==> config.mk <==
export PLATFORM = sky130hd
export DESIGN_NAME = scrollRegs
export DESIGN_NICKNAME = d
export VERILOG_FILES = /design/src/verilog/tilemapPkg.sv /design/src/verilog/scrollRegs.sv
export VERILOG_INCLUDE_DIRS = /design/src /design/src/include
export SDC_FILE = /design/constraint.sdc
export NUM_CORES = 1
export LEC_CHECK = 0
export ABC_AREA = 0
export BUFFER_PORTS_ARGS = -buffer_cell sky130_fd_sc_hd__buf_2
export CAP_MARGIN = 20
export CORE_AREA = 2 2 47 49
export CTS_CLUSTER_DIAMETER = 80
export CTS_CLUSTER_SIZE = 20
export DETAILED_ROUTE_END_ITERATION = 16
export DIE_AREA = 0 0 49 51
export PLACE_DENSITY = 0.75
export SLEW_MARGIN = 20
export SYNTH_ARGS = -nofsm -noshare
export SYNTH_HDL_FRONTEND = slang
export SYNTH_SLANG_ARGS = --single-unit
==> constraint.sdc <==
create_clock -name CLK_6M -period 0.88 [get_ports CLK_6M]
set_input_delay 0.044 -clock CLK_6M [delete_from_list [all_inputs] [get_ports CLK_6M]]
set_output_delay 0.044 -clock CLK_6M [all_outputs]
set_load 0.02 [all_outputs]
==> src/include/tilemap_settings.svh <==
`ifndef TILEMAP_SETTINGS_SVH
`define TILEMAP_SETTINGS_SVH

//////////////////////////////////////////////////////////////////////
// geometry
//////////////////////////////////////////////////////////////////////

// log2 of cell width, 8 pixel cells
`define TM_CELL_BITS 3

// tile RAM depth in bytes
`define TM_RAM_WORDS 8192

//////////////////////////////////////////////////////////////////////
// scroll register offsets on cpuAddr[1:0]
//////////////////////////////////////////////////////////////////////

// hscroll low byte
`define TM_REG_HLO 2'd0
// hscroll bit 8, priority, page, flip
`define TM_REG_HHI 2'd1
// vscroll
`define TM_REG_V 2'd2

`endif

==> src/verilog/tilemapPkg.sv <==
package tilemapPkg;

	//////////////////////////////////////////////////////////////////////
	// screen position types
	//////////////////////////////////////////////////////////////////////

	// 9-bit horizontal pixel position
	typedef logic [8:0] hPos_t;
	// 8-bit vertical line position
	typedef logic [7:0] vPos_t;

	//////////////////////////////////////////////////////////////////////
	// tile data and address types
	//////////////////////////////////////////////////////////////////////

	// second byte bits 1..0 above first byte
	typedef logic [9:0] tileCode_t;
	// page, cell row (5), cell column (6), byte select
	typedef logic [12:0] ramAddr_t;
	// tile code (10), fine row (3), nibble select
	typedef logic [13:0] gfxAddr_t;
	// layer priority for the mixer
	typedef logic [2:0] prio_t;

	// pack a tile RAM address from its fields
	function automatic ramAddr_t makeRamAddr(input logic pg, input logic [4:0] cellRow,
		input logic [5:0] cellCol, input logic byteSel);
		return {pg, cellRow, cellCol, byteSel};
	endfunction

	// pack a pattern ROM address from its fields
	function automatic gfxAddr_t makeGfxAddr(input tileCode_t code, input logic [2:0] fineRow,
		input logic nibbleSel);
		return {code, fineRow, nibbleSel};
	endfunction

endpackage

==> src/verilog/scrollRegs.sv <==
`timescale 1ns/1ns

`include "tilemap_settings.svh"

module scrollRegs (
	input logic CLK_6M,
	input logic arstN,
	input logic latch,
	input logic [1:0] regSel,
	input logic [7:0] regData,
	output tilemapPkg::hPos_t hScroll,
	output tilemapPkg::vPos_t vScroll,
	output logic page,
	output logic flip,
	output tilemapPkg::prio_t layerPrio
);

	//////////////////////////////////////////////////////////////////////
	// CPU latched registers
	//////////////////////////////////////////////////////////////////////

	// fields hold between latch strobes
	always_ff @(posedge CLK_6M or negedge arstN) begin
		if (!arstN) begin
			hScroll <= '0;
			vScroll <= '0;
			page <= 1'b0;
			flip <= 1'b0;
			layerPrio <= '0;
		end else if (latch) begin
			case (regSel)
				`TM_REG_HLO: begin
					// low byte of hscroll only
					hScroll[7:0] <= regData;
				end
				`TM_REG_HHI: begin
					// ninth hscroll bit
					hScroll[8] <= regData[0];
					// priority passes straight to the mixer
					layerPrio <= regData[3:1];
					// selects upper half of tile RAM
					page <= regData[4];
					// screen flip
					flip <= regData[5];
				end
				`TM_REG_V: begin
					vScroll <= regData;
				end
				default: begin
					// offset 3 has no register
				end
			endcase
		end
	end

endmodule

==> run summary <==
status = finished, violations left
failing checks = setup timing
clk root buf = clkbuf_4
Hold Path Class = in2async
total track usage = 0.175
largest net degree at the start of global routing = 23
fin crit share = 1.03
leakage power = 0.000662 uW
CP peak stage delay = 0.42 ns
register area = 551 sq um
io pins = 35
Via density = 4.71
Fill cells = 154
Post-Syn Area = 836 sq um
Post-DP Area = 0.00108 sq mm
Seq/Total Area, Yosys = 0.659
commonest non-fill, non-tap cell in the layout = buf_6
Bufs and invs on worst path = 1
pwr/cell area = 2260 mW/mm^2
Initial Util = 0.405
CTS buffer count = 3
slowest CP cell = dfrtp_1
PortBufs = 34
Final Instance Area = 0.00140 sq mm
synth warn = 0
CTS tree = built
dpl ws = -0.124 ns
final hold violation count = 0
clk slew on worst S/H paths = 0.12 ns
n_diodes = 0
Setup-failing EPs final = 24
die area = 0.00250 sq mm
detailed-route DRC error count = 0
syn_nets = 60
layout cells sized above 1 = 0.683
vias in the first global route = 688
H-Tree Depth = 1
first-pass GRT wire length = 3.23 mm
min setup slack post-route = -0.0253 ns
CP startpoint kind = flip-flop
crit-path max FO = 2
synthesized flop and latch total = 22
First DRT Iteration DRCs = 2
CP Data Arrival Time = 0.86 ns
Max Clk Rate = 1100 MHz
Largest delay share family, worst path = flip-flops
Post-Route WL = 1.83 mm
cells along the critical path = buf_6
Final TNS setup = -0.298 ns
crit end category = output pin
row count = 17
initial antenna violation count = 0
Syn Area/Cell = 17.8 sq um
Final ANT Viol Nets = 0
area of the multi-input gates = 293 sq um
Final min period = 0.905 ns
total core area = 0.00206 sq mm
post-synthesis cell count = 47
CP required = 0.84 ns
gr ovfl total = 0
Slew @ Worst Pin = 0.472 ns
Nets = 115
Vias = 607
Final Wtd Congestion = 0.670
RSZ-0062 raised after global routing = yes
clock tree buffer depth = 2
Final Core Density = 0.677
DRT Pass-1 Iters = 4
number of clock sinks = 22
pins over their slew limit = 0
Die Span Y = 51 um
drt wl/cell = 14.2 um
VDD IR max = 2.21 mV
DP Wirelength = 1.17 mm
Unique masters post-synth = 5
commonest non-fill, non-tap cells in the layout = buf_6 (23), dfrtp_1 (22), mux2_2 (20)
critical path class = reg2out
Die Wd = 49 um
clk_skew = 0 ns
clk_lat worst skew = 0.30 ns
Rel. slew slack = 0.685
P&R area growth vs syn = 67.2%
MaxCap Viol Count = 0
## synth_stat cells
library cell   n  area [sq um]
dfrtp_1       22           551
mux2_2        22           248
nand3b_2       1          11.3
nand3b_1       1          7.51
nor3b_4        1          18.8
## registers in the layout (all words and copies together) (netlist names)
signal,count
hScroll,9
vScroll,8
layerPrio,3
flip,1
page,1
## kinds of logic after synthesis
| kind of cell | Yosys count | synth area share |
|---|---|---|
| flops | 22 | 0.659 |
| mux | 22 | 0.296 |
| simple gates | 3 | 0.0449 |
## report_power, final
part | leakage, uW | total (uW) | internal (uW) | switching (uW)
clock network | 0.0000279 | 746 | 460 | 286
registers | 0.000260 | 1350 | 1200 | 147
logic | 0.000374 | 1060 | 618 | 442
## layer usage
metal | global-route usage | vias up | wire length, um
li1 | - | 277 | -
met1 | 0.214 | 309 | 735
met2 | 0.313 | 19 | 1010
met3 | 0.0234 | 2 | 74
met4 | 0.0714 | 0 | 4
met5 | 0 | - | 0
## layout make-up
class                   count  share of cell area
well taps                  28              0.0251
clock buffers               3              0.0161
multi-input cells          25               0.209
repair buffers             50               0.334
clock inverters             1              0.0215
flip-flops and latches     22               0.394
## metrics by stage
stage,cells,total power (uW),hold WS (ns)
CTS,128,3160,0.217
floorplan,47,1750,-0.252
finish,129,3160,0.214
global route,129,3320,0.253
detailed placement,112,2050,0.0282
global placement,112,2030,0.0240
## repair_timing
action	in CTS	in global routing
hold buffers	9	0
setup buffers	3	1
pin swaps	0	0
resized for setup	46	1
hold endpoints to repair	42	0
endpoints found under the setup margin	22	25
## final timing paths
check | from | end | slack, ns | depth (start not counted)
max | layerPrio[1] | layerPrio[1] | -0.03 | 1
min | arstN | vScroll[6] | 0.21 | 2
max reg2reg | flip | flip | -0.02 | 2
min reg2reg | layerPrio[0] | layerPrio[0] | 0.55 | 1
max in group asynchronous | arstN | vScroll[1] | 0.34 | 2
min in group CLK_6M | latch | vScroll[5] | 0.28 | 3
Note: power is estimated with default switching activity, not from simulation.
