===== config.mk =====
export PLATFORM = sky130hd
export DESIGN_NAME = tileFetch
export DESIGN_NICKNAME = d
export VERILOG_FILES = /design/src/verilog/tilemapPkg.sv /design/src/verilog/tileFetch.sv
export VERILOG_INCLUDE_DIRS = /design/src /design/src/include
export SDC_FILE = /design/constraint.sdc
export NUM_CORES = 1
export LEC_CHECK = 0
export BUFFER_PORTS_ARGS = -buffer_cell sky130_fd_sc_hd__buf_2
export CAP_MARGIN = 30
export CORE_MARGIN = 2
export CORE_UTILIZATION = 55
export CTS_BUF_LIST = sky130_fd_sc_hd__clkbuf_4
export CTS_CLUSTER_DIAMETER = 50
export CTS_CLUSTER_SIZE = 24
export DETAILED_ROUTE_END_ITERATION = 8
export PLACE_DENSITY = 0.86
export SYNTH_ARGS = -nofsm -noshare
export SYNTH_HDL_FRONTEND = slang
export SYNTH_SLANG_ARGS = --single-unit

===== constraint.sdc =====
create_clock -name CLK_6M -period 6.86 [get_ports CLK_6M]
set_input_delay 1.372 -clock CLK_6M [delete_from_list [all_inputs] [get_ports CLK_6M]]
set_output_delay 1.372 -clock CLK_6M [all_outputs]
set_load 0.03 [all_outputs]

===== src/include/tilemap_settings.svh =====
`ifndef TILEMAP_SETTINGS_SVH
`define TILEMAP_SETTINGS_SVH

//////////////////////////////////////////////////////////////////////
// geometry
//////////////////////////////////////////////////////////////////////

// log2 of cell width, 8 pixel cells
`define TM_CELL_BITS 3

// tile RAM depth in bytes
`define TM_RAM_WORDS 8192

//////////////////////////////////////////////////////////////////////
// scroll register offsets on cpuAddr[1:0]
//////////////////////////////////////////////////////////////////////

// hscroll low byte
`define TM_REG_HLO 2'd0
// hscroll bit 8, priority, page, flip
`define TM_REG_HHI 2'd1
// vscroll
`define TM_REG_V 2'd2

`endif


===== src/verilog/tilemapPkg.sv =====
package tilemapPkg;

	//////////////////////////////////////////////////////////////////////
	// screen position types
	//////////////////////////////////////////////////////////////////////

	// 9-bit horizontal pixel position
	typedef logic [8:0] hPos_t;
	// 8-bit vertical line position
	typedef logic [7:0] vPos_t;

	//////////////////////////////////////////////////////////////////////
	// tile data and address types
	//////////////////////////////////////////////////////////////////////

	// second byte bits 1..0 above first byte
	typedef logic [9:0] tileCode_t;
	// page, cell row (5), cell column (6), byte select
	typedef logic [12:0] ramAddr_t;
	// tile code (10), fine row (3), nibble select
	typedef logic [13:0] gfxAddr_t;
	// layer priority for the mixer
	typedef logic [2:0] prio_t;

	// pack a tile RAM address from its fields
	function automatic ramAddr_t makeRamAddr(input logic pg, input logic [4:0] cellRow,
		input logic [5:0] cellCol, input logic byteSel);
		return {pg, cellRow, cellCol, byteSel};
	endfunction

	// pack a pattern ROM address from its fields
	function automatic gfxAddr_t makeGfxAddr(input tileCode_t code, input logic [2:0] fineRow,
		input logic nibbleSel);
		return {code, fineRow, nibbleSel};
	endfunction

endpackage


===== src/verilog/tileFetch.sv =====
`timescale 1ns/1ns

`include "tilemap_settings.svh"

module tileFetch (
	input logic CLK_6M,
	input logic arstN,
	input tilemapPkg::hPos_t hCount,
	input tilemapPkg::vPos_t vCount,
	input tilemapPkg::hPos_t hScroll,
	input tilemapPkg::vPos_t vScroll,
	input logic page,
	input logic flip,
	input logic [7:0] vidData,
	output tilemapPkg::ramAddr_t vidAddr,
	output tilemapPkg::gfxAddr_t gfxAddr,
	output logic nibbleA,
	output logic nibbleB
);
	import tilemapPkg::*;

	// counters after optional flip
	hPos_t hBase;
	vPos_t vBase;

	// scrolled position
	hPos_t sh;
	vPos_t sv;

	// pixel within the cell
	logic [`TM_CELL_BITS-1:0] phase;

	// fine row within the cell
	logic [`TM_CELL_BITS-1:0] fineRow;

	// second request of the cell
	logic byteSel;

	// first byte of the cell
	logic [7:0] byte0;

	// code held for the second nibble
	tileCode_t code;

	// code as it is being captured
	tileCode_t newCode;

	//////////////////////////////////////////////////////////////////////
	// scrolled position
	//////////////////////////////////////////////////////////////////////

	// flip inverts the raw counters
	assign hBase = flip ? ~hCount : hCount;
	assign vBase = flip ? ~vCount : vCount;

	assign sh = hBase + hScroll;
	assign sv = vBase + vScroll;

	assign phase = sh[`TM_CELL_BITS-1:0];
	assign fineRow = sv[`TM_CELL_BITS-1:0];

	//////////////////////////////////////////////////////////////////////
	// tile RAM requests
	//////////////////////////////////////////////////////////////////////

	// phase 0 asks for byte 0, phase 2 for byte 1
	assign byteSel = (phase == 3'd2);

	assign vidAddr = makeRamAddr(page, sv[7:`TM_CELL_BITS], sh[8:`TM_CELL_BITS], byteSel);

	//////////////////////////////////////////////////////////////////////
	// byte capture
	//////////////////////////////////////////////////////////////////////

	// byte 1 bits 1..0 join byte 0 on the fly
	assign newCode = {vidData[1:0], byte0};

	// read data lands one cycle after each request
	always_ff @(posedge CLK_6M) begin
		if (phase == 3'd1) begin
			byte0 <= vidData;
		end
		if (phase == 3'd3) begin
			// kept so the next cell can start fetching
			code <= newCode;
		end
	end

	//////////////////////////////////////////////////////////////////////
	// pattern address and nibble strobes
	//////////////////////////////////////////////////////////////////////

	always_ff @(posedge CLK_6M or negedge arstN) begin
		if (!arstN) begin
			nibbleA <= 1'b0;
			nibbleB <= 1'b0;
			gfxAddr <= '0;
		end else begin
			// one cycle strobes
			nibbleA <= (phase == 3'd3);
			nibbleB <= (phase == 3'd7);
			if (phase == 3'd3) begin
				// first nibble
				gfxAddr <= makeGfxAddr(newCode, fineRow, 1'b0);
			end else if (phase == 3'd7) begin
				// second nibble from the held code
				gfxAddr <= makeGfxAddr(code, fineRow, 1'b1);
			end
		end
	end

endmodule


==> impl_summary.md <==
Status
The flow ran to the end, and the final reports show no timing, DRC or antenna violations.

Critical path
The critical path start-end classification is input pin to primary output. Walking the worst path, the cells encountered are buf_2 > xor2_1 > ha_1 > inv_1 > fa_1 > or2b_1 > a21oi_1 > a21oi_1 > xnor2_1 > buf_2. The length in cells of the worst reg-to-reg path is 2. The required time reported for the critical path endpoint is 5.49 ns. In this run the worst path has a maximum fanout of 17.

The peak per-stage delay on the critical path is 0.41 ns. The worst register-to-register path has a setup slack of 6.01 ns. The slowest cell on the critical path is fa_1. The origin of the worst setup path is flip. The worst setup path is captured at a primary output. The arrival time at the worst endpoint is 3.66 ns. The worst register-to-register path begins at byte0[7]$_DFFE_PN_. STA classifies the critical path startpoint as an input pin.

Routing
The count of vias placed by the detailed router is 1,511. The DRC violation count after routing is 0. Dividing the detail-routed wire length by the instance count gives 12.4 µm. The number of vias per cell is 5.07.

In this run, the number of DRC markers left after iteration 0 of detailed routing was 66. Summed over all layers, the routed wires come to 3690 µm. The number of optimization iterations in the first detailed-route pass is 4. The count of nets left with antenna violations once routing finished came out at 0.

STA
The highest achievable clock rate is 0.199 GHz. The slew at the pin closest to its max-slew limit is 0.951 ns. The total negative slack is 0 ns.

The count of final setup violators is 0. The final hold violation count came to 0. Setup repair after global routing left no endpoint under its margin.

The max-slew violation count is 0. In the post-route analysis, the smallest setup slack over all paths is 1.82 ns. Of the available clock period, the critical path in the final layout requires 73.4%. The worst pin sits at a relative slew slack of 36.6%. The routed design could run at a clock period as short as 5.04 ns. The largest clock skew in the final design is 0.0121 ns.

Pwr
The leakage power summed over all cells is 1.18 nW. The cell area power density is 327 mW/mm². The maximum VDD drop is 0.000148 V.

Worst hold path
The path category of the worst min-delay check is flip-flop to flip-flop. In this run the most critical hold path is launched from byte0[0]$_DFFE_PN_. The worst hold path was traced through 0 stages.

Logic synthesis
The total standard cell area after synthesis is 0.00206 mm². The most used flip-flop cell after synthesis is edfxtp_1. The share of the Yosys chip area taken by registers is 45.8%.

The number of instances in the synthesized netlist is 182. The number of different library cells in the post-synthesis netlist is 36. The number of synthesized flops with an enable pin is 18. The total nets after synthesis is 245. The synthesized area divided by synthesized cell count is 11.3 µm². The Yosys step of the flow raised 0 warnings. The post-synthesis async set-or-reset flop share is 47.1%. Synthesis inferred 34 register bits.

Placement
The final weighted congestion in routability-driven placement is 0.817. The placed cell area is 0.00240 mm². The number of buffers added on ports is 72. The pre-CTS setup slack is 1.83 ns. The placed wire-length estimate is 2940 µm.

Clocking
The largest buffer count on any clock path is 2. The number of sinks handled by clock tree synthesis is 34. The H-tree generated during clock tree synthesis spans 2 levels. The number of buffers inserted to repair setup after CTS is 0. Post-CTS repair changed the size of 0 cells. For the worst-skew pair, the clock arrives at the later sink with an insertion delay of 0.33 ns. The clock tree root buffer cell is clkbuf_4. Clock tree synthesis inserted a total of 5 buffers.

The clock tree from TritonCTS is yes. Hold repair after CTS inserted 0 buffers. The clock-pin slew on the worst setup and hold paths is 0.10 ns.

GRT
The global-route usage over all layers is 18.7%. The number of antenna violations at the first check in global routing is 0. The first global-routing pass estimated 6090 µm of wire. The final global-route overflow total is 0. The largest net degree at the start of global routing is 28. The via count of the first global-routing pass came to 1,469.

Run
The max-cap check violation count is 0.

Cells and area
The storage element area is 941 µm². The area of all placed cells without fillers is 0.00246 mm². The number of fill cells is 303. The area added between synthesis and finish is 19.5%. The count of nets after finishing is 312.

The fraction of layout instances using a drive strength above 1 is 34.8%. The core utilization of the finished layout is 67.6%. In the final layout, the multi-input gates occupy 0.00101 mm². The total inserted antenna cells is 0.

Die
The floorplan core area is 0.00363 mm². The die boundary height is 65.1 µm. The initial utilization of the core area, before any placement, comes to 56.6%. The overall die area is 0.00424 mm². Measured along the x axis, the die boundary spans 65.1 µm.

In this run the count of I/O pins placed on the die edge is 75. In this run the core area contains 22 standard-cell rows.
## worst paths after layout
check	endpoint
min in group asynchronous	gfxAddr[8]$_DFFE_PN0P_
max in group asynchronous	gfxAddr[0]$_DFFE_PN0P_
max reg2reg	gfxAddr[11]$_DFFE_PN0P_
min	code[0]$_DFFE_PP_
min reg2reg	code[0]$_DFFE_PP_
max	vidAddr[6]
## per-stage QoR
| step | hold slack, ns | power (mW) | std cells |
|---|---|---|---|
| global route | 0.480 | 0.854 | 298 |
| floorplan | 0.426 | 0.606 | 182 |
| finish | 0.460 | 0.803 | 298 |
| global placement | 0.433 | 0.687 | 290 |
| detailed placement | 0.438 | 0.699 | 290 |
| CTS | 0.458 | 0.808 | 298 |
## layer usage
layer	wire (µm)	global-route usage (%)	part of all wire, %	up-vias
met2	1870	32.7	51	41
li1	-	-	-	764
met1	1600	22.8	43	700
met3	157	4.28	4.3	6
met4	58	6.77	1.6	0
met5	0	0	0	-
## placed cells by master (no fill, tap or decap), types with 5 or more instances in the layout
| cell | instances |
|---|---|
| a21oi_1 | 12 |
| buf_2 | 72 |
| clkbuf_4 | 7 |
| dfrtp_1 | 16 |
| edfxtp_1 | 18 |
| ha_1 | 15 |
| inv_1 | 5 |
| mux2i_1 | 11 |
| nand2_1 | 16 |
| nor2_1 | 6 |
| o21ai_0 | 7 |
| o21ai_1 | 6 |
| xnor2_1 | 12 |
| xor2_1 | 18 |
## critical path: cells and delay by family
family                   cells  cell delay, ns
buffers and inverters        3            0.67
adder cells (fa/ha/maj)      2            0.63
AO/OA/AOI/OAI                2            0.39
XOR/XNOR                     2            0.36
AND/OR/NAND/NOR              1            0.24
## synth_stat cells (2+ instances only)
cell	n	area, µm²
a21o_1	3	22.5
nor2b_1	2	12.5
dfrtp_1	16	400
o21ai_0	7	35.0
inv_1	5	18.8
a21oi_1	12	60.1
buf_2	3	15.0
nor2_1	6	22.5
xnor2_1	12	105
edfxtp_1	18	541
nand2b_1	2	12.5
mux2_2	3	33.8
ha_1	15	188
mux2i_1	11	110
buf_4	7	52.6
buf_1	2	7.51
fa_1	2	40.0
o21ai_1	6	30.0
nand2_1	16	60.1
xor2_1	18	158
## cells by family (layout without fill, tap and decap cells)
family          count (synthesis)  in the layout  share of synthesized area [%]
compound gates                 35             35                           9.74
xor+xnor                       31             31                           13.6
fa+ha+maj                      17             17                           11.1
buf+inv                        18             86                           5.11
flops                          34             34                           45.8
mux                            14             14                           7.00
simple gates                   33             33                           7.73
## sequential cells by signal, indices dropped and copies added (netlist names)
name	flops
byte0	8
code	10
gfxAddr	14
nibbleA	1
nibbleB	1
## final cells by class
type / instances / share of cell area, %
multi-input cells: 130 / 41.1
inverters: 5 / 0.764
flip-flops and latches: 34 / 38.3
repair buffers: 73 / 15.0
clock buffers: 7 / 2.14
well taps: 48 / 2.45
clock inverters: 1 / 0.255
## report_power, final
group	internal, mW	total [mW]	switching [mW]
clock network	0.0487	0.112	0.0634
logic	0.132	0.387	0.256
registers	0.277	0.303	0.0264
Note: power is estimated with default switching activity, not from simulation.
