$ cat config.mk
export PLATFORM = sky130hd
export DESIGN_NAME = videoCounters
export DESIGN_NICKNAME = d
export VERILOG_FILES = /design/src/include/tilemap_settings.svh /design/src/verilog/tilemapPkg.sv /design/src/verilog/videoCounters.sv
export SDC_FILE = /design/constraint.sdc
export NUM_CORES = 1
export LEC_CHECK = 0
export BUFFER_PORTS_ARGS = -buffer_cell sky130_fd_sc_hd__buf_2
export CORE_MARGIN = 2
export CORE_UTILIZATION = 35
export DETAILED_ROUTE_END_ITERATION = 7
export PLACE_DENSITY = 0.7
export SETUP_SLACK_MARGIN = 0.1
export SYNTH_ARGS = -nofsm -noshare
export SYNTH_HDL_FRONTEND = slang
export SYNTH_SLANG_ARGS = --single-unit
$ cat constraint.sdc
create_clock -name CLK_6M -period 1.2 [get_ports CLK_6M]
set_input_delay 0.06 -clock CLK_6M [delete_from_list [all_inputs] [get_ports CLK_6M]]
set_output_delay 0.06 -clock CLK_6M [all_outputs]
set_load 0.1 [all_outputs]
$ cat src/include/tilemap_settings.svh
`ifndef TILEMAP_SETTINGS_SVH
`define TILEMAP_SETTINGS_SVH

//////////////////////////////////////////////////////////////////////
// geometry
//////////////////////////////////////////////////////////////////////

// log2 of cell width, 8 pixel cells
`define TM_CELL_BITS 3

// tile RAM depth in bytes
`define TM_RAM_WORDS 8192

//////////////////////////////////////////////////////////////////////
// scroll register offsets on cpuAddr[1:0]
//////////////////////////////////////////////////////////////////////

// hscroll low byte
`define TM_REG_HLO 2'd0
// hscroll bit 8, priority, page, flip
`define TM_REG_HHI 2'd1
// vscroll
`define TM_REG_V 2'd2

`endif

$ cat src/verilog/tilemapPkg.sv
package tilemapPkg;

	//////////////////////////////////////////////////////////////////////
	// screen position types
	//////////////////////////////////////////////////////////////////////

	// 9-bit horizontal pixel position
	typedef logic [8:0] hPos_t;
	// 8-bit vertical line position
	typedef logic [7:0] vPos_t;

	//////////////////////////////////////////////////////////////////////
	// tile data and address types
	//////////////////////////////////////////////////////////////////////

	// second byte bits 1..0 above first byte
	typedef logic [9:0] tileCode_t;
	// page, cell row (5), cell column (6), byte select
	typedef logic [12:0] ramAddr_t;
	// tile code (10), fine row (3), nibble select
	typedef logic [13:0] gfxAddr_t;
	// layer priority for the mixer
	typedef logic [2:0] prio_t;

	// pack a tile RAM address from its fields
	function automatic ramAddr_t makeRamAddr(input logic pg, input logic [4:0] cellRow,
		input logic [5:0] cellCol, input logic byteSel);
		return {pg, cellRow, cellCol, byteSel};
	endfunction

	// pack a pattern ROM address from its fields
	function automatic gfxAddr_t makeGfxAddr(input tileCode_t code, input logic [2:0] fineRow,
		input logic nibbleSel);
		return {code, fineRow, nibbleSel};
	endfunction

endpackage

$ cat src/verilog/videoCounters.sv
`timescale 1ns/1ns

module videoCounters (
	input logic CLK_6M,
	input logic arstN,
	input logic hsync,
	input logic vsync,
	output tilemapPkg::hPos_t hCount,
	output tilemapPkg::vPos_t vCount
);

	// previous sync samples
	logic hsyncLast;
	logic vsyncLast;

	// rising edge strobes
	logic hsyncRise;
	logic vsyncRise;

	//////////////////////////////////////////////////////////////////////
	// sync edge detection
	//////////////////////////////////////////////////////////////////////

	// high now and low last cycle
	assign hsyncRise = hsync & ~hsyncLast;
	assign vsyncRise = vsync & ~vsyncLast;

	always_ff @(posedge CLK_6M or negedge arstN) begin
		if (!arstN) begin
			hsyncLast <= 1'b0;
			vsyncLast <= 1'b0;
		end else begin
			hsyncLast <= hsync;
			vsyncLast <= vsync;
		end
	end

	//////////////////////////////////////////////////////////////////////
	// pixel and line counters
	//////////////////////////////////////////////////////////////////////

	// horizontal counter
	always_ff @(posedge CLK_6M or negedge arstN) begin
		if (!arstN) begin
			hCount <= '0;
		end else if (hsyncRise) begin
			// new line starts at pixel 0
			hCount <= '0;
		end else begin
			// free running, wraps at 512
			hCount <= hCount + 1'b1;
		end
	end

	// vertical counter
	always_ff @(posedge CLK_6M or negedge arstN) begin
		if (!arstN) begin
			vCount <= '0;
		end else if (vsyncRise) begin
			// vsync wins over a coincident hsync
			vCount <= '0;
		end else if (hsyncRise) begin
			vCount <= vCount + 1'b1;
		end
	end

endmodule

==> results of run 1 <==
-- cells in the final DEF (no fill, tap or decap), types with 3 or more instances in the layout --
master,n
a21oi_1,4
a21oi_2,6
buf_12,14
buf_2,3
buf_4,14
buf_6,12
clkbuf_4,3
dfrtp_1,3
dfrtp_4,14
dlygate4sd3_1,3
nand2_1,3
nand3_1,3
nand4_1,3
nor2_1,6
o21ai_0,7
or3_1,6
-- registers in the layout, indices dropped and copies added (netlist names) --
signal / cells
hCount: 9
hsyncLast: 1
vsyncLast: 1
vCount: 8
-- kinds of logic (layout without fill, tap and decap cells) --
kind of cell | count (synthesis) | count (layout) | synth area share [%]
AO/OA/AOI/OAI | 19 | 19 | 11.8
XOR/XNOR | 5 | 5 | 5.15
adder cells (fa/ha/maj) | 2 | 2 | 2.94
buffers and inverters | 4 | 52 | 2.06
flip-flops | 19 | 19 | 55.9
AND/OR/NAND/NOR | 33 | 33 | 22.2
-- metal layers --
metal / GRT usage (%) / up-vias / part of all wire (%)
met4: 6.41 / 0 / 2.7
met3: 3.67 / 8 / 3.3
met1: 20.5 / 410 / 38
li1: - / 388 / -
met5: 0 / - / 0
met2: 30.9 / 20 / 56
-- area by class of cell --
class | count | area (um^2) | area share, %
Clock buffer | 4 | 26.3 | 1.61
Inverter | 2 | 7.51 | 0.460
Sequential cell | 19 | 531 | 32.5
Timing Repair Buffer | 46 | 566 | 34.6
Multi-Input combinational cell | 59 | 468 | 28.7
Tap cell | 28 | 35.0 | 2.15
-- power by group through the flow --
| stage | clock network [mW] | logic [mW] | registers (mW) |
|---|---|---|---|
| 5_1_grt | 0.376 | 1.30 | 0.882 |
| 6_report | 0.334 | 1.25 | 0.870 |
| 4_1_cts | 0.331 | 1.20 | 0.875 |
| 3_5_place_dp | 0 | 1.12 | 0.884 |
| 2_1_floorplan | 0 | 0.140 | 1.38 |
| 3_3_place_gp | 0 | 1.10 | 0.876 |
-- worst max-delay path: cells and delay by family (launching register included) --
family / cells / cell delay [ps]
DFF: 1 / 530
buffers and inverters: 3 / 410
-- path summary, 6_finish.rpt --
| path | startpoint | to | slack, ps | depth (start not counted) |
|---|---|---|---|---|
| worst min register to register | vCount[7] | vCount[7] | 580 | 2 |
| worst max register to register | hsyncLast | vCount[7] | -100 | 3 |
| max in group asynchronous | arstN | vCount[2] | 620 | 2 |
| min in group asynchronous | arstN | hCount[0] | 240 | 2 |
| worst min-delay path | hsync | vCount[7] | 200 | 4 |
| worst max-delay path | vCount[0] | vCount[0] | -100 | 3 |
-- per-stage QoR --
step	utilization [%]	cell area [um^2]	std cells	setup TNS (ps)	setup slack [ps]
floorplan	-	958	82	-1690	-247
global placement	62.4	1410	143	-86.6	-26.4
detailed placement	62.4	1410	143	-322	-72.3
CTS	69.3	1560	154	-396	-79.9
global route	72.4	1630	158	-1170	-162
finish	72.4	1630	158	-630	-102
-- repair_timing --
action | CTS | global route
setup buffers | 4 | 5
hold buffers | 3 | 0
endpoints found under the setup margin | 24 | 22
hold endpoints to repair | 21 | 0
pin swaps | 11 | 5
gates resized for setup | 18 | 10
==> flow_metrics.env, run 1 <==
export IMPL_synth_edff_count=0
export IMPL_gr_usage_all_layers_pct=17.5
export IMPL_cellPowerDensity_nw_per_um2=1510
export IMPL_h_tree_depth=1
export IMPL_power_total_mw=2.46
export IMPL_syn_num_nets=88
export IMPL_worst_setup_path_end_kind="output pin"
export IMPL_drive_gt1_share_pct=61.5
export IMPL_synth_lib_cells_used_distinct=21
export IMPL_grt_pass1_wl_um=3510
export IMPL_routabilityCongestion=0.810
export IMPL_finalCriticalPeriod_ps=1300
export IMPL_max_vdd_ir_drop_mv=1.67
export IMPL_initial_core_util_pct=37.7
export IMPL_setup_viol=10
export IMPL_cp_max_fo=3
export IMPL_ant_nets=0
export IMPL_syn_avg_cell_area_um2=10.4
export IMPL_worst_slew_pin_slew_ps=437
export IMPL_antennaDiodeCount=0
export IMPL_cp_slowest_cell="dfrtp_4"
export IMPL_clock_sinks=19
export IMPL_failing_checks="negative setup slack"
export IMPL_clock_buffers_created_by_tritoncts=3
export IMPL_num_fill_cells=150
export IMPL_intPower_mw=1.42
export IMPL_design_portCount=21
export IMPL_clock_skew_final_ps=1.85
export IMPL_first_iter_violations=12
export IMPL_synth_largest_area_cell="dfrtp_1"
export IMPL_tritoncts_clock_tree="built"
export IMPL_synthTopCellsByArea="dfrtp_1, a21oi_1, or3_1, o21ai_0, xnor2_1"
export IMPL_die_height_um=53.3
export IMPL_seq_area_frac_synth_pct=55.9
export IMPL_timing_hold_worst_class="in -> reg"
export IMPL_drt_total_wl_um=2340
export IMPL_ys_dominant_reg_cell="dfrtp_1"
export IMPL_hpwl_um=1540
export IMPL_synthToLayoutAreaGrowth_pct=91.9
export IMPL_p_leak_nw=0.645
export IMPL_most_common_cell_in_the_synthesized_netlist="dfrtp_1"
export IMPL_detail_route_drc_violations=0
export IMPL_floorplan_die_area_um2=2840
export IMPL_max_cap_violations=0
export IMPL_switchingPower_mw=1.04
export IMPL_clk_path_buf_depth=2
export IMPL_post_synthesis_instance_total=82
export IMPL_grt_pass1_vias=779
export IMPL_rsz0062_at_grt="true"
export IMPL_category_of_the_critical_setup_timing_path="reg -> out"
export IMPL_sw_frac_of_total_pct=42.3
export IMPL_p_comb_share_pct=51.0
export IMPL_cts_root_buffer_cell="clkbuf_4"
export IMPL_via_count=826
export IMPL_ys_async_sr_fraction_pct=100
export IMPL_die_width_um=53.3
export IMPL_final_setup_worst_slack_ps=-102
export IMPL_period_share_pct=108
export IMPL_hold_viol=0
export IMPL_hold_worst_slack_ps=198
export IMPL_clk_pin_slew_worst_paths_ps=110
export IMPL_placementRows=17
export IMPL_list_of_most_frequent_post_synthesis_cells="dfrtp_1, a21oi_1, o21ai_0, or3_1, nor2_1"
export IMPL_antenna_found_initial=0
export IMPL_clock_power_share_pct=13.6
export IMPL_routed_wire_length_per_instance_um=14.8
export IMPL_first_pass_iters=4
export IMPL_number_of_input_and_output_port_buffers_inserted=20
export IMPL_floorplan_core_area_um2=2250
export IMPL_synth_warnings=0
export IMPL_crit_path_start_kind="register"
export IMPL_layout_nets=137
export IMPL_timing_max_transition_violations_final=0
export IMPL_run_status="finished, violations left"
export IMPL_timing_critical_path_cells="buf_4 > buf_6 > buf_12"
export IMPL_timing_slew_headroom_pct=70.9
export IMPL_worst_ep_arrival_time_ps=1240
export IMPL_synthDominantCellAreaShare_pct=55.9
export IMPL_critical_path_required_ps=1140
export IMPL_worst_skew_pair_late_latency_ps=300
export IMPL_gr_total_overflow=0
export IMPL_critPathMaxStageDelay_ps=530
export IMPL_detail_route_vias_per_cell=5.23
export IMPL_netlist_area_um2=851
export IMPL_largest_net_degree_at_the_start_of_global_routing=20
export IMPL_synth_seq_cells=19
export IMPL_achievable_frequency_mhz=768
export IMPL_sequentialPowerShare_pct=35.4
(Power assumes the default switching activity.)
==> run 2: changes to the inputs <==
Settings changed: CORE_UTILIZATION 35 to 45, PLACE_DENSITY 0.7 to 0.84.
==> run 2 against run 1 <==
Die area decreased by 21%. Core utilization increased by 22 points. Sequential share of layout area decreased by 0.47 points. Via count increased by 9.6%. Critical path depth increased by 2. First-iteration DRC count increased to 2.9 times the previous value. Clock power increased by 4%. Highest routed layer unchanged. Register-to-register slack got worse by 90 ps. Worst hold slack about the same. The run still ends with negative setup slack left.
==> flow_metrics.env, run 2 (synthesis gave the netlist of run 1 again) <==
export IMPL_worstHoldPathCells=4
export IMPL_gr_usage_all_layers_pct=22.2
export IMPL_achievable_frequency_mhz=718
export IMPL_grt_pass1_wl_um=3400
export IMPL_initial_core_util_pct=48.7
export IMPL_p_leak_nw=0.637
export IMPL_grt_pass1_vias=816
export IMPL_number_of_input_and_output_port_buffers_inserted=20
export IMPL_most_common_layout_cells="dfrtp_4, buf_4, buf_12"
export IMPL_detail_route_drc_violations=0
export IMPL_fin_area_um2=1660
export IMPL_worst_slew_pin_slew_ps=454
export IMPL_antenna_found_initial=0
export IMPL_setup_viol=11
export IMPL_setup_reg_to_reg_worst_slack_ps=-190
export IMPL_max_vdd_ir_drop_mv=1.27
export IMPL_design_portCount=21
export IMPL_multi_input_logic_area_um2=495
export IMPL_first_iter_violations=35
export IMPL_cp_max_fo=4
export IMPL_synthToLayoutAreaGrowth_pct=94.7
export IMPL_num_fill_cells=44
export IMPL_ff_latch_area_um2=531
export IMPL_critPathMaxStageDelay_ps=470
export IMPL_period_share_pct=116
export IMPL_tritoncts_clock_tree="built"
export IMPL_timing_hold_worst_class="in -> reg"
export IMPL_run_status="finished, violations left"
export IMPL_dpl_cell_count=139
export IMPL_largest_net_degree_at_the_start_of_global_routing=20
export IMPL_routabilityCongestion=0.792
export IMPL_floorplan_core_area_um2=1750
export IMPL_clk_pin_slew_worst_paths_ps=120
export IMPL_rsz0062_at_grt="true"
export IMPL_timing_hold_worst_endpoint="vCount[5]"
export IMPL_ant_nets=0
export IMPL_critPathBufInv=1
export IMPL_gr_total_overflow=0
export IMPL_worst_skew_pair_late_latency_ps=310
export IMPL_hpwl_um=1490
export IMPL_reg_largest_list="hCount: 9 flops, vCount: 8 flops"
export IMPL_critical_path_required_ps=1410
export IMPL_routed_wire_length_per_instance_um=21.2
export IMPL_power_total_mw=2.59
export IMPL_clk_path_buf_depth=2
export IMPL_via_count=905
export IMPL_largest_reg_flops=9
export IMPL_timing_max_transition_violations_final=0
export IMPL_cp_slowest_cell="dfrtp_4"
export IMPL_die_width_um=47.5
export IMPL_floorplan_die_area_um2=2250
export IMPL_finalNonFillerCells=155
export IMPL_category_of_the_critical_setup_timing_path="reg -> reg"
export IMPL_clock_buffers_created_by_tritoncts=3
export IMPL_critical_path_reg2reg_startpoint="vCount[0]"
export IMPL_antennaDiodeCount=0
export IMPL_drt_total_wl_um=3290
export IMPL_final_setup_worst_slack_ps=-193
export IMPL_largest_register="hCount"
export IMPL_failing_checks="negative setup slack"
export IMPL_h_tree_depth=1
export IMPL_first_pass_iters=4
export IMPL_finalCriticalPeriod_ps=1390
export IMPL_cts_root_buffer_cell="clkbuf_4"
export IMPL_worst_ep_arrival_time_ps=1600
export IMPL_worst_setup_path_end_kind="register"
export IMPL_die_height_um=47.5
export IMPL_detail_route_vias_per_cell=5.84
export IMPL_cellPowerDensity_nw_per_um2=1560
export IMPL_worstHoldStart="hsync"
export IMPL_drive_gt1_share_pct=66.2
export IMPL_clock_sinks=19
export IMPL_crit_path_start_kind="register"
export IMPL_placementRows=15
export IMPL_max_cap_violations=0
export IMPL_timing_slew_headroom_pct=69.7
export IMPL_clock_skew_final_ps=6.48
export IMPL_reg2reg_depth=5
export IMPL_timing_critical_path_cells="ha_4 > nand4b_1 > buf_4 > o21ai_0 > a21oi_2"
export IMPL_cpLargestDelayFamily="flip-flops"
export IMPL_reg2reg_to="vCount[6]"
export IMPL_hold_viol=0
export IMPL_post_dp_cell_area_um2=1400
export IMPL_layout_nets=137
-- run 2: cell counts in the layout (fill, tap and decap cells not counted) --
Identical to the previous run, type by type.
-- run 2: metrics by stage --
step / setup TNS (ps) / worst slack (ps) / hold slack [ps] / util [%]
global placement: -115 / -37.1 / 15.8 / 79.9
finish: -1080 / -193 / 197 / 94.9
CTS: -407 / -107 / 176 / 86.3
floorplan: -1690 / -247 / -236 / -
detailed placement: -291 / -79.0 / 18.2 / 79.9
global route: -1570 / -250 / 203 / 94.9
-- run 2: routing by layer --
| metal | GRT usage, % | share of wire (%) |
|---|---|---|
| met3 | 3.77 | 6.6 |
| met4 | 7.78 | 3.7 |
| met5 | 0 | 0 |
| met2 | 41.4 | 52 |
| met1 | 25.4 | 38 |
-- run 2: power breakdown --
| group | switching (mW) | leakage (nW) | internal, mW | total (mW) |
|---|---|---|---|---|
| combinational | 0.790 | 0.396 | 0.567 | 1.36 |
| clock | 0.218 | 0.0150 | 0.130 | 0.348 |
| sequential | 0.131 | 0.226 | 0.755 | 0.885 |
| total | 1.14 | 0.637 | 1.45 | 2.59 |
-- run 2: what timing repair did --
item,CTS,global route
hold buffers,3,0
hold endpoints to repair,21,0
pin swaps,14,11
gates cloned,0,0
setup buffers,2,7
setup endpoints to repair,24,22
gates resized for setup,11,25
-- run 2: final cells by class --
type	count	share of cell area, %
sequential	19	32.0
clock buffer	4	1.59
timing repair buffer	46	34.1
tap	25	1.89
inverter	2	0.453
multi-input combinational	59	29.9
-- run 2: worst reg2reg max path, delay by kind of cell (launching register included) --
family | cells | cell delay (ps)
flip-flops | 1 | 470
AO/OA/AOI/OAI | 2 | 310
buffers and inverters | 1 | 190
AND/OR/NAND/NOR | 1 | 170
adder cells (fa/ha/maj) | 1 | 150
-- run 2: worst max path at each step --
stage | from | end | slack (ps) | depth (start not counted)
floorplan | hCount[0] | hCount[6] | -250 | 4
global placement | hsyncLast | vCount[7] | -40 | 3
detailed placement | vCount[1] | vCount[6] | -80 | 4
CTS | vCount[1] | vCount[4] | -110 | 4
global route | vCount[0] | vCount[6] | -250 | 4
finish | vCount[0] | vCount[6] | -190 | 5
==> run 3: changes to the inputs <==
Settings changed: CTS_CLUSTER_SIZE set to 8, REMOVE_ABC_BUFFERS set to 1.
==> run 3 against run 2 <==
The run still ends with negative setup slack left. Sequential share of layout area decreased by 1.1 points. Die area unchanged. Final area decreased by 5.6%. Core utilization decreased by 5.3 points. Largest power group unchanged. Sequential cell count unchanged. Highest routed layer unchanged. First-iteration DRC count increased by 110%. Global-route usage increased by 4.9 points. Maximum frequency decreased by 9.5%. Total power decreased by 1.1%.
==> flow_metrics.env, run 3 (synthesis gave the netlist of run 1 again) <==
export IMPL_layout_nets=140
export IMPL_drt_total_wl_um=3680
export IMPL_tritoncts_clock_tree="built"
export IMPL_ant_nets=0
export IMPL_rsz0062_at_grt="true"
export IMPL_worst_skew_pair_late_latency_ps=320
export IMPL_worst_ep_arrival_time_ps=1750
export IMPL_dpl_cell_count=141
export IMPL_hpwl_um=1480
export IMPL_sw_frac_of_total_pct=44.4
export IMPL_num_fill_cells=70
export IMPL_sequentialPowerShare_pct=31.7
export IMPL_final_setup_worst_slack_ps=-340
export IMPL_detail_route_drc_violations=0
export IMPL_setup_viol=12
export IMPL_first_iter_violations=72
export IMPL_achievable_frequency_mhz=649
export IMPL_gr_usage_all_layers_pct=27.2
export IMPL_hold_worst_slack_ps=198
export IMPL_number_of_input_and_output_port_buffers_inserted=20
export IMPL_multi_input_logic_area_um2=433
export IMPL_routabilityCongestion=0.769
export IMPL_die_height_um=47.5
export IMPL_most_common_layout_cells="buf_6, buf_4, dfrtp_1, buf_12"
export IMPL_p_leak_nw=0.670
export IMPL_cts_root_buffer_cell="clkbuf_4"
export IMPL_clk_pin_slew_worst_paths_ps=120
export IMPL_floorplan_core_area_um2=1750
export IMPL_placementRows=15
export IMPL_timing_max_transition_violations_final=0
export IMPL_drive_gt1_share_pct=52.6
export IMPL_final_common_cell="buf_6"
export IMPL_antenna_found_initial=0
export IMPL_post_dp_cell_area_um2=1260
export IMPL_clock_skew_final_ps=7.26
export IMPL_period_share_pct=128
export IMPL_grt_pass1_vias=842
export IMPL_timing_hold_worst_class="in -> async"
export IMPL_largest_register="hCount"
export IMPL_run_status="finished, violations left"
export IMPL_ff_latch_area_um2=484
export IMPL_grt_pass1_wl_um=3970
export IMPL_largest_reg_flops=9
export IMPL_initial_core_util_pct=48.7
export IMPL_clk_path_buf_depth=2
export IMPL_finalCriticalPeriod_ps=1540
export IMPL_cellPowerDensity_nw_per_um2=1640
export IMPL_reg_largest_list="hCount: 9 flops, vCount: 8 flops"
export IMPL_crit_path_start_kind="register"
export IMPL_worst_setup_path_end_kind="register"
export IMPL_max_vdd_ir_drop_mv=1.99
export IMPL_design_portCount=21
export IMPL_hold_viol=0
export IMPL_h_tree_depth=1
export IMPL_detail_route_vias_per_cell=6.12
export IMPL_category_of_the_critical_setup_timing_path="reg -> reg"
export IMPL_floorplan_die_area_um2=2250
export IMPL_clock_buffers_created_by_tritoncts=3
export IMPL_critical_path_required_ps=1410
export IMPL_largest_net_degree_at_the_start_of_global_routing=20
export IMPL_die_width_um=47.5
export IMPL_clock_power_share_pct=14.0
export IMPL_via_count=967
export IMPL_antennaDiodeCount=0
export IMPL_first_pass_iters=5
export IMPL_p_comb_share_pct=54.3
export IMPL_setup_reg_to_reg_worst_slack_ps=-340
export IMPL_routed_wire_length_per_instance_um=23.3
export IMPL_failing_checks="negative setup slack"
export IMPL_synthToLayoutAreaGrowth_pct=83.8
export IMPL_cp_max_fo=4
export IMPL_gr_total_overflow=0
export IMPL_max_cap_violations=0
export IMPL_clock_sinks=19
export IMPL_intPower_mw=1.42
export IMPL_fin_area_um2=1560
export IMPL_timing_slew_headroom_pct=69.0
export IMPL_switchingPower_mw=1.14
export IMPL_finalNonFillerCells=158
export IMPL_worst_slew_pin_slew_ps=461
[run 3: cell types whose count changed in the layout (fill, tap and decap cells not counted), sizes merged]
cell  change
buf       +3
[run 3: final cells by class]
cell class | count | area share (%)
clock buffer | 4 | 1.68
multi-input combinational | 59 | 27.7
sequential | 19 | 31.0
tap | 25 | 2.00
inverter | 2 | 0.480
timing repair buffer | 49 | 37.2
[run 3: repair_timing]
action                                  in CTS  in global routing
resized for setup                           29                 24
endpoints found under the hold margin       21                  0
endpoints found under the setup margin      27                 27
hold buffers                                 3                  0
pin swaps                                   12                  6
buffers inserted                             4                  8
[run 3: per-layer routing]
metal  share of wire [%]  vias to the layer above  track usage [%]  wire (um)
li1                    -                      393                -          -
met4                 5.5                        0             16.1        204
met5                   0                        -                0          0
met3                  11                       20             5.66        405
met1                  35                      466             35.0       1280
met2                  49                       88             42.2       1790
[run 3: worst paths after layout]
path                       startpoint   endpoint  cells after the start
max                         vCount[2]  vCount[3]                      4
min in group CLK_6M             hsync  vCount[1]                      4
max in group asynchronous       arstN  hCount[4]                      2
min                             arstN  vCount[0]                      2
max reg2reg                 vCount[2]  vCount[3]                      4
min reg2reg                 hCount[8]  hCount[8]                      2
[run 3: power by group through the flow]
| stage | Combinational (mW) | Clock [mW] | Sequential, mW |
|---|---|---|---|
| 6_report | 1.39 | 0.359 | 0.813 |
| 5_1_grt | 1.42 | 0.379 | 0.816 |
| 4_1_cts | 1.15 | 0.337 | 0.788 |
| 3_5_place_dp | 1.01 | 0 | 0.786 |
| 3_3_place_gp | 0.989 | 0 | 0.782 |
| 2_1_floorplan | 0.116 | 0 | 1.29 |
[run 3: critical path, stage by stage, from the launching register on]
cell and delay [ps]:
dfrtp_1 410, nand3_1 210, buf_4 210, or3_1 330
a21oi_1 260
[run 3: per-stage QoR]
stage          worst slack, ps  total power [mW]  util [%]  TNS (ps)
6_report                  -340              2.56      89.6     -1640
5_1_grt                   -263              2.61      89.6     -2000
4_1_cts                  -88.3              2.28      82.1      -244
3_5_place_dp             -70.7              1.79      72.0      -231
3_3_place_gp             -18.3              1.77      72.0     -28.4
2_1_floorplan             -811              1.40         -     -8710
